[src/hdl/enc_params.svh]
// shared widths, timebase divider and apb offsets; include in any encoder file that needs them
`ifndef ENC_PARAMS_SVH
`define ENC_PARAMS_SVH

// signed position count, 4x decode
`define ENC_POS_W 32

// edge-to-edge interval counter width
`define ENC_PER_W 24

// interval counter stops here, in ticks
// well below 2**ENC_PER_W so a stalled axis shows ovf within a few thousand clk
`define ENC_PER_SAT 1000

// clk cycles per velocity timebase tick
`define ENC_TICK_DIV 4

// apb address width, byte offsets
`define ENC_APB_AW 8

`define ENC_ADDR_CTRL 8'h00  // enable, pos_clear
`define ENC_ADDR_POS  8'h04  // signed position
`define ENC_ADDR_PER  8'h08  // latest interval, ovf in bit 31
`define ENC_ADDR_PREV 8'h0C  // interval before, dir in bit 31

`endif

[src/hdl/enc_pkg.sv]
// types passed between decoder, period meter and apb registers; import in any block using them
`include "enc_params.svh"

package enc_pkg;

  // one decoded quadrature step
  // valid is a single-cycle strobe, dir only meaningful with valid
  typedef struct packed {
    logic valid;  // one cycle per edge
    logic dir;    // 1 = forward, b leads a
  } enc_edge_t;

  // velocity status seen by the host
  // period and prev in timebase ticks, host forms accel from the pair
  typedef struct packed {
    logic [`ENC_PER_W-1:0] period;  // latest completed interval
    logic [`ENC_PER_W-1:0] prev;    // interval before that
    logic                  dir;     // direction of last edge
    logic                  ovf;     // running interval saturated
  } enc_vel_t;

  // control from the register file to the decoder
  typedef struct packed {
    logic enable;     // edges move the position
    logic pos_clear;  // single-cycle zeroing pulse
  } enc_ctrl_t;

  // field layout, msb first:
  //   enc_edge_t  {valid, dir}
  //   enc_vel_t   {period, prev, dir, ovf}
  //   enc_ctrl_t  {enable, pos_clear}
  //
  // ctrl.enable resets to 1, so the axis counts without host setup
  // ctrl.pos_clear wins over an edge arriving in the same cycle
  //
  // vel updates one cycle after edge.valid
  // a reversal is just another edge for the period meter
  //
  // all three cross block boundaries only inside enc_top
  // enc_top itself sees plain apb and pin signals

endpackage

[src/hdl/enc_apb_regs.sv]
// apb slave register file: encoder control, position and velocity status, no wait states
`include "enc_params.svh"

module enc_apb_regs (
  input  logic                         clk,
  input  logic                         rst,
  input  logic [`ENC_APB_AW-1:0]       paddr,
  input  logic                         psel,
  input  logic                         penable,
  input  logic                         pwrite,
  input  logic [31:0]                  pwdata,
  input  logic signed [`ENC_POS_W-1:0] position,
  input  enc_pkg::enc_vel_t            vel,
  output logic [31:0]                  prdata,
  output logic                         pready,
  output logic                         pslverr,
  output enc_pkg::enc_ctrl_t           ctrl
);

  // zero fill between a status bit in 31 and the interval field
  localparam int PAD_W = 31 - `ENC_PER_W;

  logic        access;    // apb access phase
  logic        wr_en;
  logic        rd_en;
  logic        mapped;    // paddr hits a register
  logic        sel_ctrl;
  logic [31:0] rd_data;   // muxed before the read gate

  assign access = psel & penable;
  assign wr_en  = access & pwrite;
  assign rd_en  = access & ~pwrite;

  assign sel_ctrl = (paddr == `ENC_ADDR_CTRL);

  // read mux and address decode
  always_comb begin
    rd_data = '0;
    mapped  = 1'b1;
    case (paddr)
      `ENC_ADDR_CTRL: begin
        rd_data = {31'd0, ctrl.enable};  // pos_clear reads 0
      end
      `ENC_ADDR_POS: begin
        rd_data = 32'(position);          // sign extends if narrower
      end
      `ENC_ADDR_PER: begin
        rd_data = {vel.ovf, {PAD_W{1'b0}}, vel.period};
      end
      `ENC_ADDR_PREV: begin
        rd_data = {vel.dir, {PAD_W{1'b0}}, vel.prev};
      end
      default: begin
        mapped = 1'b0;                    // also catches misaligned offsets
      end
    endcase
  end

  // bus outputs, only live in the access phase
  assign prdata  = rd_en ? rd_data : 32'd0;
  assign pready  = access;                // zero wait states
  assign pslverr = access & ~mapped;

  // ctrl register
  // writes to POS/PER/PREV fall through here and are dropped, no error
  always_ff @(posedge clk) begin
    if (rst) begin
      ctrl.enable    <= 1'b1;   // counting on out of reset
      ctrl.pos_clear <= 1'b0;
    end else begin
      ctrl.pos_clear <= 1'b0;   // pulse, self clearing
      if (wr_en && sel_ctrl) begin
        ctrl.enable    <= pwdata[0];
        ctrl.pos_clear <= pwdata[1];
      end
    end
  end

  // map, byte offsets
  //   0x0 CTRL  [0] enable rw, [1] pos_clear w1 pulse
  //   0x4 POS   signed position
  //   0x8 PER   [31] ovf, low bits period
  //   0xC PREV  [31] dir, low bits prev
  // ctrl write visible the cycle after the access edge
  // pos_clear reaches the decoder one cycle later still

endmodule

[src/hdl/enc_period_meas.sv]
// period meter: ticks of a divided timebase between edges, saturating, with previous-interval capture
`include "enc_params.svh"

module enc_period_meas (
  input  logic               clk,
  input  logic               rst,
  input  enc_pkg::enc_edge_t edge_i,
  output enc_pkg::enc_vel_t  vel
);

  // prescaler width, at least one bit
  localparam int PRE_W = (`ENC_TICK_DIV > 1) ? $clog2(`ENC_TICK_DIV) : 1;
  localparam logic [PRE_W-1:0]      PRE_LAST = PRE_W'(`ENC_TICK_DIV - 1);
  localparam logic [`ENC_PER_W-1:0] PER_SAT  = `ENC_PER_W'(`ENC_PER_SAT);
  localparam logic [`ENC_PER_W-1:0] PER_ONE  = 1;

  logic [PRE_W-1:0]      pre_cnt;  // clk cycles within a tick
  logic                  tick;     // timebase strobe, one clk wide
  logic [`ENC_PER_W-1:0] run_cnt;  // ticks since last edge
  logic                  sat;      // run_cnt pinned at limit

  // prescaler, free running
  // replaces a separate slow clock, everything stays on clk
  always_ff @(posedge clk) begin
    if (rst) begin
      pre_cnt <= '0;
    end else if (tick) begin
      pre_cnt <= '0;
    end else begin
      pre_cnt <= pre_cnt + 1'b1;
    end
  end

  assign tick = (pre_cnt == PRE_LAST);

  assign sat = (run_cnt >= PER_SAT);

  // running interval
  // restarts on every edge, reversal included
  always_ff @(posedge clk) begin
    if (rst) begin
      run_cnt <= '0;
    end else if (edge_i.valid) begin
      run_cnt <= '0;
    end else if (tick && !sat) begin
      run_cnt <= run_cnt + PER_ONE;  // stops at PER_SAT
    end
  end

  // status registers, one cycle behind edge_i.valid
  always_ff @(posedge clk) begin
    if (rst) begin
      vel <= '0;
    end else if (edge_i.valid) begin
      vel.period <= run_cnt;      // interval just closed
      vel.prev   <= vel.period;   // shift older one along
      vel.dir    <= edge_i.dir;
      vel.ovf    <= 1'b0;         // new interval starts clean
    end else begin
      vel.ovf    <= sat;          // raised once the count is stuck
    end
  end

  // notes on resolution
  //   period is in ticks, so a spacing of S clk reads as S / ENC_TICK_DIV
  //   prescaler phase is not aligned to edges, hence +-1 tick jitter
  //   an edge with run_cnt at PER_SAT latches PER_SAT into period
  //   ovf follows sat by one cycle, and clears with the edge that ends the stall
  //
  // host side acceleration
  //   accel ~ (1/period - 1/prev) / period, done in software
  //   dir in vel tells it which sign to give the rate

endmodule

[src/hdl/enc_quad_decoder.sv]
// quadrature decoder: syncs a/b, decodes 4x gray steps, keeps direction and signed position
`include "enc_params.svh"

module enc_quad_decoder (
  input  logic                         clk,
  input  logic                         rst,
  input  logic                         a,
  input  logic                         b,
  input  enc_pkg::enc_ctrl_t           ctrl,
  output enc_pkg::enc_edge_t           edge_o,
  output logic signed [`ENC_POS_W-1:0] position
);

  localparam logic signed [`ENC_POS_W-1:0] POS_STEP = 1;  // one count per edge

  logic [1:0] sync1;    // {a, b}, first stage, may go metastable
  logic [1:0] sync2;    // {a, b}, settled, the new state
  logic [1:0] state_q;  // previous settled state
  logic       fwd;      // legal step, b leading
  logic       rev;      // legal step, a leading
  logic       step;

  // pins are asynchronous, two flops before any decode
  // state_q follows them through reset too, first decode after release sees no step
  always_ff @(posedge clk) begin
    sync1   <= {a, b};
    sync2   <= sync1;
    state_q <= sync2;
  end

  // gray transition table, old state then new state
  // forward order with b leading: 00 -> 01 -> 11 -> 10 -> 00
  always_comb begin
    fwd = 1'b0;
    rev = 1'b0;
    case ({state_q, sync2})
      4'b00_01,
      4'b01_11,
      4'b11_10,
      4'b10_00: fwd = 1'b1;   // b moved first
      4'b01_00,
      4'b11_01,
      4'b10_11,
      4'b00_10: rev = 1'b1;   // a moved first
      default: begin          // no change, or both lines flipped
        fwd = 1'b0;
        rev = 1'b0;
      end
    endcase
  end

  assign step = fwd | rev;

  // edge record, one-cycle strobe
  // still decoded while counting is disabled, period meter keeps running
  always_ff @(posedge clk) begin
    if (rst) begin
      edge_o <= '0;
    end else begin
      edge_o.valid <= step;
      if (step) begin
        edge_o.dir <= fwd;  // hold last direction between edges
      end
    end
  end

  // position counter, lands in the same cycle as edge_o.valid
  always_ff @(posedge clk) begin
    if (rst) begin
      position <= '0;
    end else if (ctrl.pos_clear) begin
      position <= '0;               // clear beats a coincident edge
    end else if (ctrl.enable) begin
      if (fwd) begin
        position <= position + POS_STEP;
      end else if (rev) begin
        position <= position - POS_STEP;
      end
    end
  end

endmodule

[src/hdl/enc_top.sv]
// top level for one encoder axis: pins a/b in, apb slave out, joins decoder, period meter, registers
`include "enc_params.svh"

module enc_top (
  input  logic                   clk,
  input  logic                   rst,
  input  logic                   a,        // async encoder line a
  input  logic                   b,        // async encoder line b
  input  logic [`ENC_APB_AW-1:0] paddr,
  input  logic                   psel,
  input  logic                   penable,
  input  logic                   pwrite,
  input  logic [31:0]            pwdata,
  output logic [31:0]            prdata,
  output logic                   pready,
  output logic                   pslverr
);
  import enc_pkg::*;

  enc_ctrl_t                    ctrl;      // regs -> decoder
  enc_edge_t                    edge_rec;  // decoder -> period meter
  enc_vel_t                     vel;       // period meter -> regs
  logic signed [`ENC_POS_W-1:0] position;  // decoder -> regs

  // 4x decode, pin change to position in 3 clk
  enc_quad_decoder i_dec (
    .clk      (clk),
    .rst      (rst),
    .a        (a),
    .b        (b),
    .ctrl     (ctrl),
    .edge_o   (edge_rec),
    .position (position)
  );

  // edge spacing in timebase ticks
  enc_period_meas i_per (
    .clk    (clk),
    .rst    (rst),
    .edge_i (edge_rec),
    .vel    (vel)
  );

  // host access, read data comb in the access cycle
  enc_apb_regs i_regs (
    .clk      (clk),
    .rst      (rst),
    .paddr    (paddr),
    .psel     (psel),
    .penable  (penable),
    .pwrite   (pwrite),
    .pwdata   (pwdata),
    .position (position),
    .vel      (vel),
    .prdata   (prdata),
    .pready   (pready),
    .pslverr  (pslverr),
    .ctrl     (ctrl)
  );

endmodule

[config.mk]
export PLATFORM = sky130hd
export DESIGN_NAME = enc_top
export DESIGN_NICKNAME = d
export VERILOG_FILES = /design/src/hdl/enc_pkg.sv /design/src/hdl/enc_apb_regs.sv /design/src/hdl/enc_period_meas.sv /design/src/hdl/enc_quad_decoder.sv /design/src/hdl/enc_top.sv
export VERILOG_INCLUDE_DIRS = /design/src /design/src/hdl
export SDC_FILE = /design/constraint.sdc
export NUM_CORES = 1
export LEC_CHECK = 0
export BUFFER_PORTS_ARGS = -buffer_cell sky130_fd_sc_hd__buf_2
export CORE_MARGIN = 10
export CORE_UTILIZATION = 53
export DETAILED_ROUTE_END_ITERATION = 10
export PLACE_DENSITY_LB_ADDON = 0.05
export SLEW_MARGIN = 20
export SYNTH_ARGS = -nofsm -noshare
export SYNTH_HDL_FRONTEND = slang
export SYNTH_HIERARCHICAL = 1
export SYNTH_SLANG_ARGS = --single-unit
[constraint.sdc]
create_clock -name clk -period 3.06 [get_ports clk]
set_clock_uncertainty 0.2 [all_clocks]
set_input_delay 0.459 -clock clk [delete_from_list [all_inputs] [get_ports clk]]
set_output_delay 0.459 -clock clk [all_outputs]
set_load 0.05 [all_outputs]
==> impl_metrics.env <==
export IMPL_clock_tree_from_tritoncts="built"
export IMPL_final_antenna_net_count=0
export IMPL_port_buffers=50
export IMPL_ys_seq_elements=118
export IMPL_timing_max_slew_rel_slack_pct=38.0
export IMPL_cts_inserted_buffers=17
export IMPL_die_width_um=134
export IMPL_tritoncts_num_sinks=118
export IMPL_ioPinCount=81
export IMPL_worst_slew_pin_slew_ns=0.926
export IMPL_place_area_mm2=0.00797
export IMPL_cpMaxStageDelayCell="sky130_fd_sc_hd__or4_1"
export IMPL_critical_path_peak_fanout=12
export IMPL_wirelength_um=19700
export IMPL_placed_instance_count=1059
export IMPL_final_fill_count=991
export IMPL_number_of_antenna_violations_at_the_first_check_in_global_routing=0
export IMPL_ys_flop_type="sky130_fd_sc_hd__dfxtp_1"
export IMPL_critical_path_startpoint_type="flop"
export IMPL_rsz0062_at_grt="true"
export IMPL_floorplan_rows=41
export IMPL_antenna_cells=0
export IMPL_cts_root_buffer="sky130_fd_sc_hd__clkbuf_16"
export IMPL_viasPerCell=5.84
export IMPL_drv_slew=0
export IMPL_async_flop_share_pct=0
export IMPL_clock_tree_htree_level_count=4
export IMPL_drt_initial_drc_count=467
export IMPL_nets=994
export IMPL_global_route_wire_length_before_repair_um=32000
export IMPL_worst_ir_drop_vdd_uv=797
export IMPL_gp_congestion=0.919
export IMPL_cp_cell_sequence="xor2_2 > and2_4 > clkinvlp_4 > buf_12 > buf_4 > ha_4 > nand4_1 > buf_4 > or2_2 > nor2_1 > nor2_1 > o21a_1 > or4_1 > nand3_1"
export IMPL_p_total_mw=8.62
export IMPL_worstPathRequired_ns=3.21
export IMPL_final_setup_viol_count=6
export IMPL_yosys_warnings=6
export IMPL_finalWorstPathRequiredPeriod_ns=3.15
export IMPL_drt_first_pass_iters=6
export IMPL_synthDistinctLibCells=71
export IMPL_end_kind="flop"
export IMPL_violations="setup timing"
export IMPL_sequential_cell_area_mm2=0.00237
export IMPL_yosysSeqAreaShare_pct=34.5
export IMPL_grt_max_degree=55
export IMPL_setup_cp_type="reg2reg"
export IMPL_synth_nets=871
export IMPL_areaGrowthSynthToFinish_pct=30.2
export IMPL_floorplan_initialDensity_pct=54.3
export IMPL_leakage_nw=3.70
export IMPL_insertion_delay_ns=0.41
export IMPL_number_of_flops_mapped_to_enable_cells_by_yosys=0
export IMPL_first_global_vias=6287
export IMPL_gr_usage_all_layers_pct=21.8
export IMPL_avgSynthCellArea_um2=8.67
export IMPL_area_of_the_placeable_core_mm2=0.0126
export IMPL_grt_remaining_overflow=0
export IMPL_run_status="finished, violations left"
export IMPL_syn_instance_count=790
export IMPL_max_freq_mhz=317
export IMPL_drcViolationCount=0
export IMPL_die_height_um=134
export IMPL_route_detailed_wl_per_inst_um=17.9
export IMPL_clkTransAtPathRegs_ns=0.06
export IMPL_pre_cts_ws_ns=-0.150
export IMPL_leading_cell_types_by_total_area_after_synthesis="sky130_fd_sc_hd__dfxtp_1 35%, sky130_fd_sc_hd__mux2i_1 7.7%, sky130_fd_sc_hd__ha_1 6.0%"
export IMPL_p_per_area_mw_per_mm2=967
export IMPL_min_delay_path_class="reg2reg"
export IMPL_synthDominantCellAreaShare_pct=34.5
export IMPL_cap_violations=0
export IMPL_final_cells=1098
export IMPL_fraction_of_final_layout_cells_with_drive_strength_greater_than_1_pct=33.3
export IMPL_final_hold_viol_count=0
export IMPL_design_die_area_mm2=0.0179
export IMPL_setup_slack_ns=-0.0914
export IMPL_mappedNetlistArea_mm2=0.00685
export IMPL_multi_input_comb_area_mm2=0.00460
export IMPL_ctsLongestPathBuffers=2
export IMPL_max_stage_delay_ns=0.40
export IMPL_worst_endpoint_arrival_ns=3.30
export IMPL_finalCritPeriodShare_pct=103
export IMPL_synthDominantAreaCellType="sky130_fd_sc_hd__dfxtp_1"
export IMPL_routed_vias=6412
export IMPL_final_setup_tns_ns=-0.327
export IMPL_dp_hpwl_um=14400
export IMPL_final_design_area_no_fill_mm2=0.00892
placed cells by master (no fill, tap or decap), types with 10 or more instances in the layout:
cell                        netlist  final
sky130_fd_sc_hd__dfxtp_1        118    113
sky130_fd_sc_hd__buf_4            0     94
sky130_fd_sc_hd__nor2_1         108     87
sky130_fd_sc_hd__nand2_1         55     55
sky130_fd_sc_hd__mux2i_1         53     53
sky130_fd_sc_hd__buf_2           11     50
sky130_fd_sc_hd__a21oi_1         54     42
sky130_fd_sc_hd__a22oi_1         25     25
sky130_fd_sc_hd__nand3_1         24     24
sky130_fd_sc_hd__mux2_2          24     24
sky130_fd_sc_hd__nor2_2           0     21
sky130_fd_sc_hd__o21ai_0         24     20
sky130_fd_sc_hd__and2_1          20     19
sky130_fd_sc_hd__ha_1            33     19
sky130_fd_sc_hd__clkbuf_16        0     17
sky130_fd_sc_hd__a21o_1          15     15
sky130_fd_sc_hd__a21oi_2          3     14
sky130_fd_sc_hd__and3_1          14     14
sky130_fd_sc_hd__nand4_1         14     14
sky130_fd_sc_hd__ha_4             0     14
sky130_fd_sc_hd__inv_1           11     10
cell families (layout without fill, tap and decap cells):
logic type,Yosys count,after routing,synth area share [%]
compound gates,186,186,19.0
simple gates,293,293,21.5
buf+inv,62,198,4.17
fa+ha+maj,34,34,6.32
xor+xnor,19,19,2.43
mux,78,78,12.0
flops,118,118,34.5
layout make-up:
| class | count | area share, % |
|---|---|---|
| sequential | 118 | 26.6 |
| inverter | 11 | 0.505 |
| multi-input combinational | 610 | 51.6 |
| timing repair buffer | 155 | 12.5 |
| tap | 172 | 2.41 |
| clock buffer | 19 | 4.97 |
| clock inverter | 13 | 1.49 |
worst max-delay path: cells and delay by family, from the launching register on:
family          cells  cell delay, ns
compound gates      1            0.14
xor+xnor            1            0.15
fa+ha+maj           1            0.30
buf+inv             4            0.64
flops               1            0.34
simple gates        7            1.30
through the flow:
step / hold slack [ns] / util (%)
6_report: 0.132 / 70.7
5_1_grt: 0.145 / 70.7
4_1_cts: 0.137 / 69.0
3_5_place_dp: 0.116 / 63.2
3_3_place_gp: 0.113 / 63.2
2_1_floorplan: 0.110 / -
metal layers:
| metal | vias up | GRT usage [%] | share of wire (%) |
|---|---|---|---|
| met5 | - | 0 | 0 |
| met4 | 0 | 7.38 | 1.9 |
| met3 | 37 | 4.66 | 4.3 |
| met2 | 169 | 35.7 | 48 |
| met1 | 3075 | 27.6 | 45 |
| li1 | 3131 | - | - |
flip-flops by register name, indices dropped and copies added (netlist names):
| register | count |
|---|---|
| i_dec/edge_o | 2 |
| i_dec/position | 32 |
| i_dec/state_q | 2 |
| i_dec/sync1 | 2 |
| i_dec/sync2 | 2 |
| i_per/pre_cnt | 2 |
| i_per/run_cnt | 24 |
| i_per/vel | 50 |
| i_regs/ctrl | 2 |
repair_timing:
action,4_1_cts,5_1_grt
setup buffers,3,2
pin swaps,9,12
resized for setup,21,33
hold buffers,2,0
endpoints found under the hold margin,2,0
endpoints found under the setup margin,14,17
synth_stat cells (3+ instances only):
master and number:
sky130_fd_sc_hd__a21oi_2 3, sky130_fd_sc_hd__nand2_1 55, sky130_fd_sc_hd__ha_1 33, sky130_fd_sc_hd__nor4_1 5
sky130_fd_sc_hd__inv_1 11, sky130_fd_sc_hd__clkbuf_1 33, sky130_fd_sc_hd__o211ai_1 4, sky130_fd_sc_hd__xnor2_1 10
sky130_fd_sc_hd__a21o_1 15, sky130_fd_sc_hd__o21a_1 7, sky130_fd_sc_hd__nor2_1 108, sky130_fd_sc_hd__nand2b_1 4
sky130_fd_sc_hd__a211o_1 5, sky130_fd_sc_hd__o21ai_1 5, sky130_fd_sc_hd__nor3_1 9, sky130_fd_sc_hd__or3_1 7
sky130_fd_sc_hd__and2_1 20, sky130_fd_sc_hd__nor4_2 4, sky130_fd_sc_hd__a31oi_1 4, sky130_fd_sc_hd__buf_2 11
sky130_fd_sc_hd__o2111ai_1 3, sky130_fd_sc_hd__and3_1 14, sky130_fd_sc_hd__o21ai_0 24, sky130_fd_sc_hd__a22oi_1 25
sky130_fd_sc_hd__nand3_1 24, sky130_fd_sc_hd__mux2_2 24, sky130_fd_sc_hd__nand3b_1 3, sky130_fd_sc_hd__or2_2 4
sky130_fd_sc_hd__mux2i_1 53, sky130_fd_sc_hd__o31ai_1 10, sky130_fd_sc_hd__nand4_1 14, sky130_fd_sc_hd__a211oi_1 5
sky130_fd_sc_hd__a21oi_1 54, sky130_fd_sc_hd__dfxtp_1 118, sky130_fd_sc_hd__or4_1 7, sky130_fd_sc_hd__xor2_1 9
power breakdown:
group          switching (mW)  leakage, nW  internal (mW)
clock                   0.720        0.275           1.21
sequential              0.305        0.961           1.74
combinational            2.38         2.46           2.27
total                    3.40         3.70           5.22
final timing paths:
kind,startpoint,end,slack (ns),cells past startpoint
max reg2reg,i_dec/sync2[0],i_dec/position[27],-0.09,14
min,i_dec/sync1[1],i_dec/sync2[1],0.13,0
min reg2reg,i_dec/sync1[1],i_dec/sync2[1],0.13,0
max,i_dec/sync2[0],i_dec/position[27],-0.09,14
Note: power is estimated with default switching activity, not from simulation.
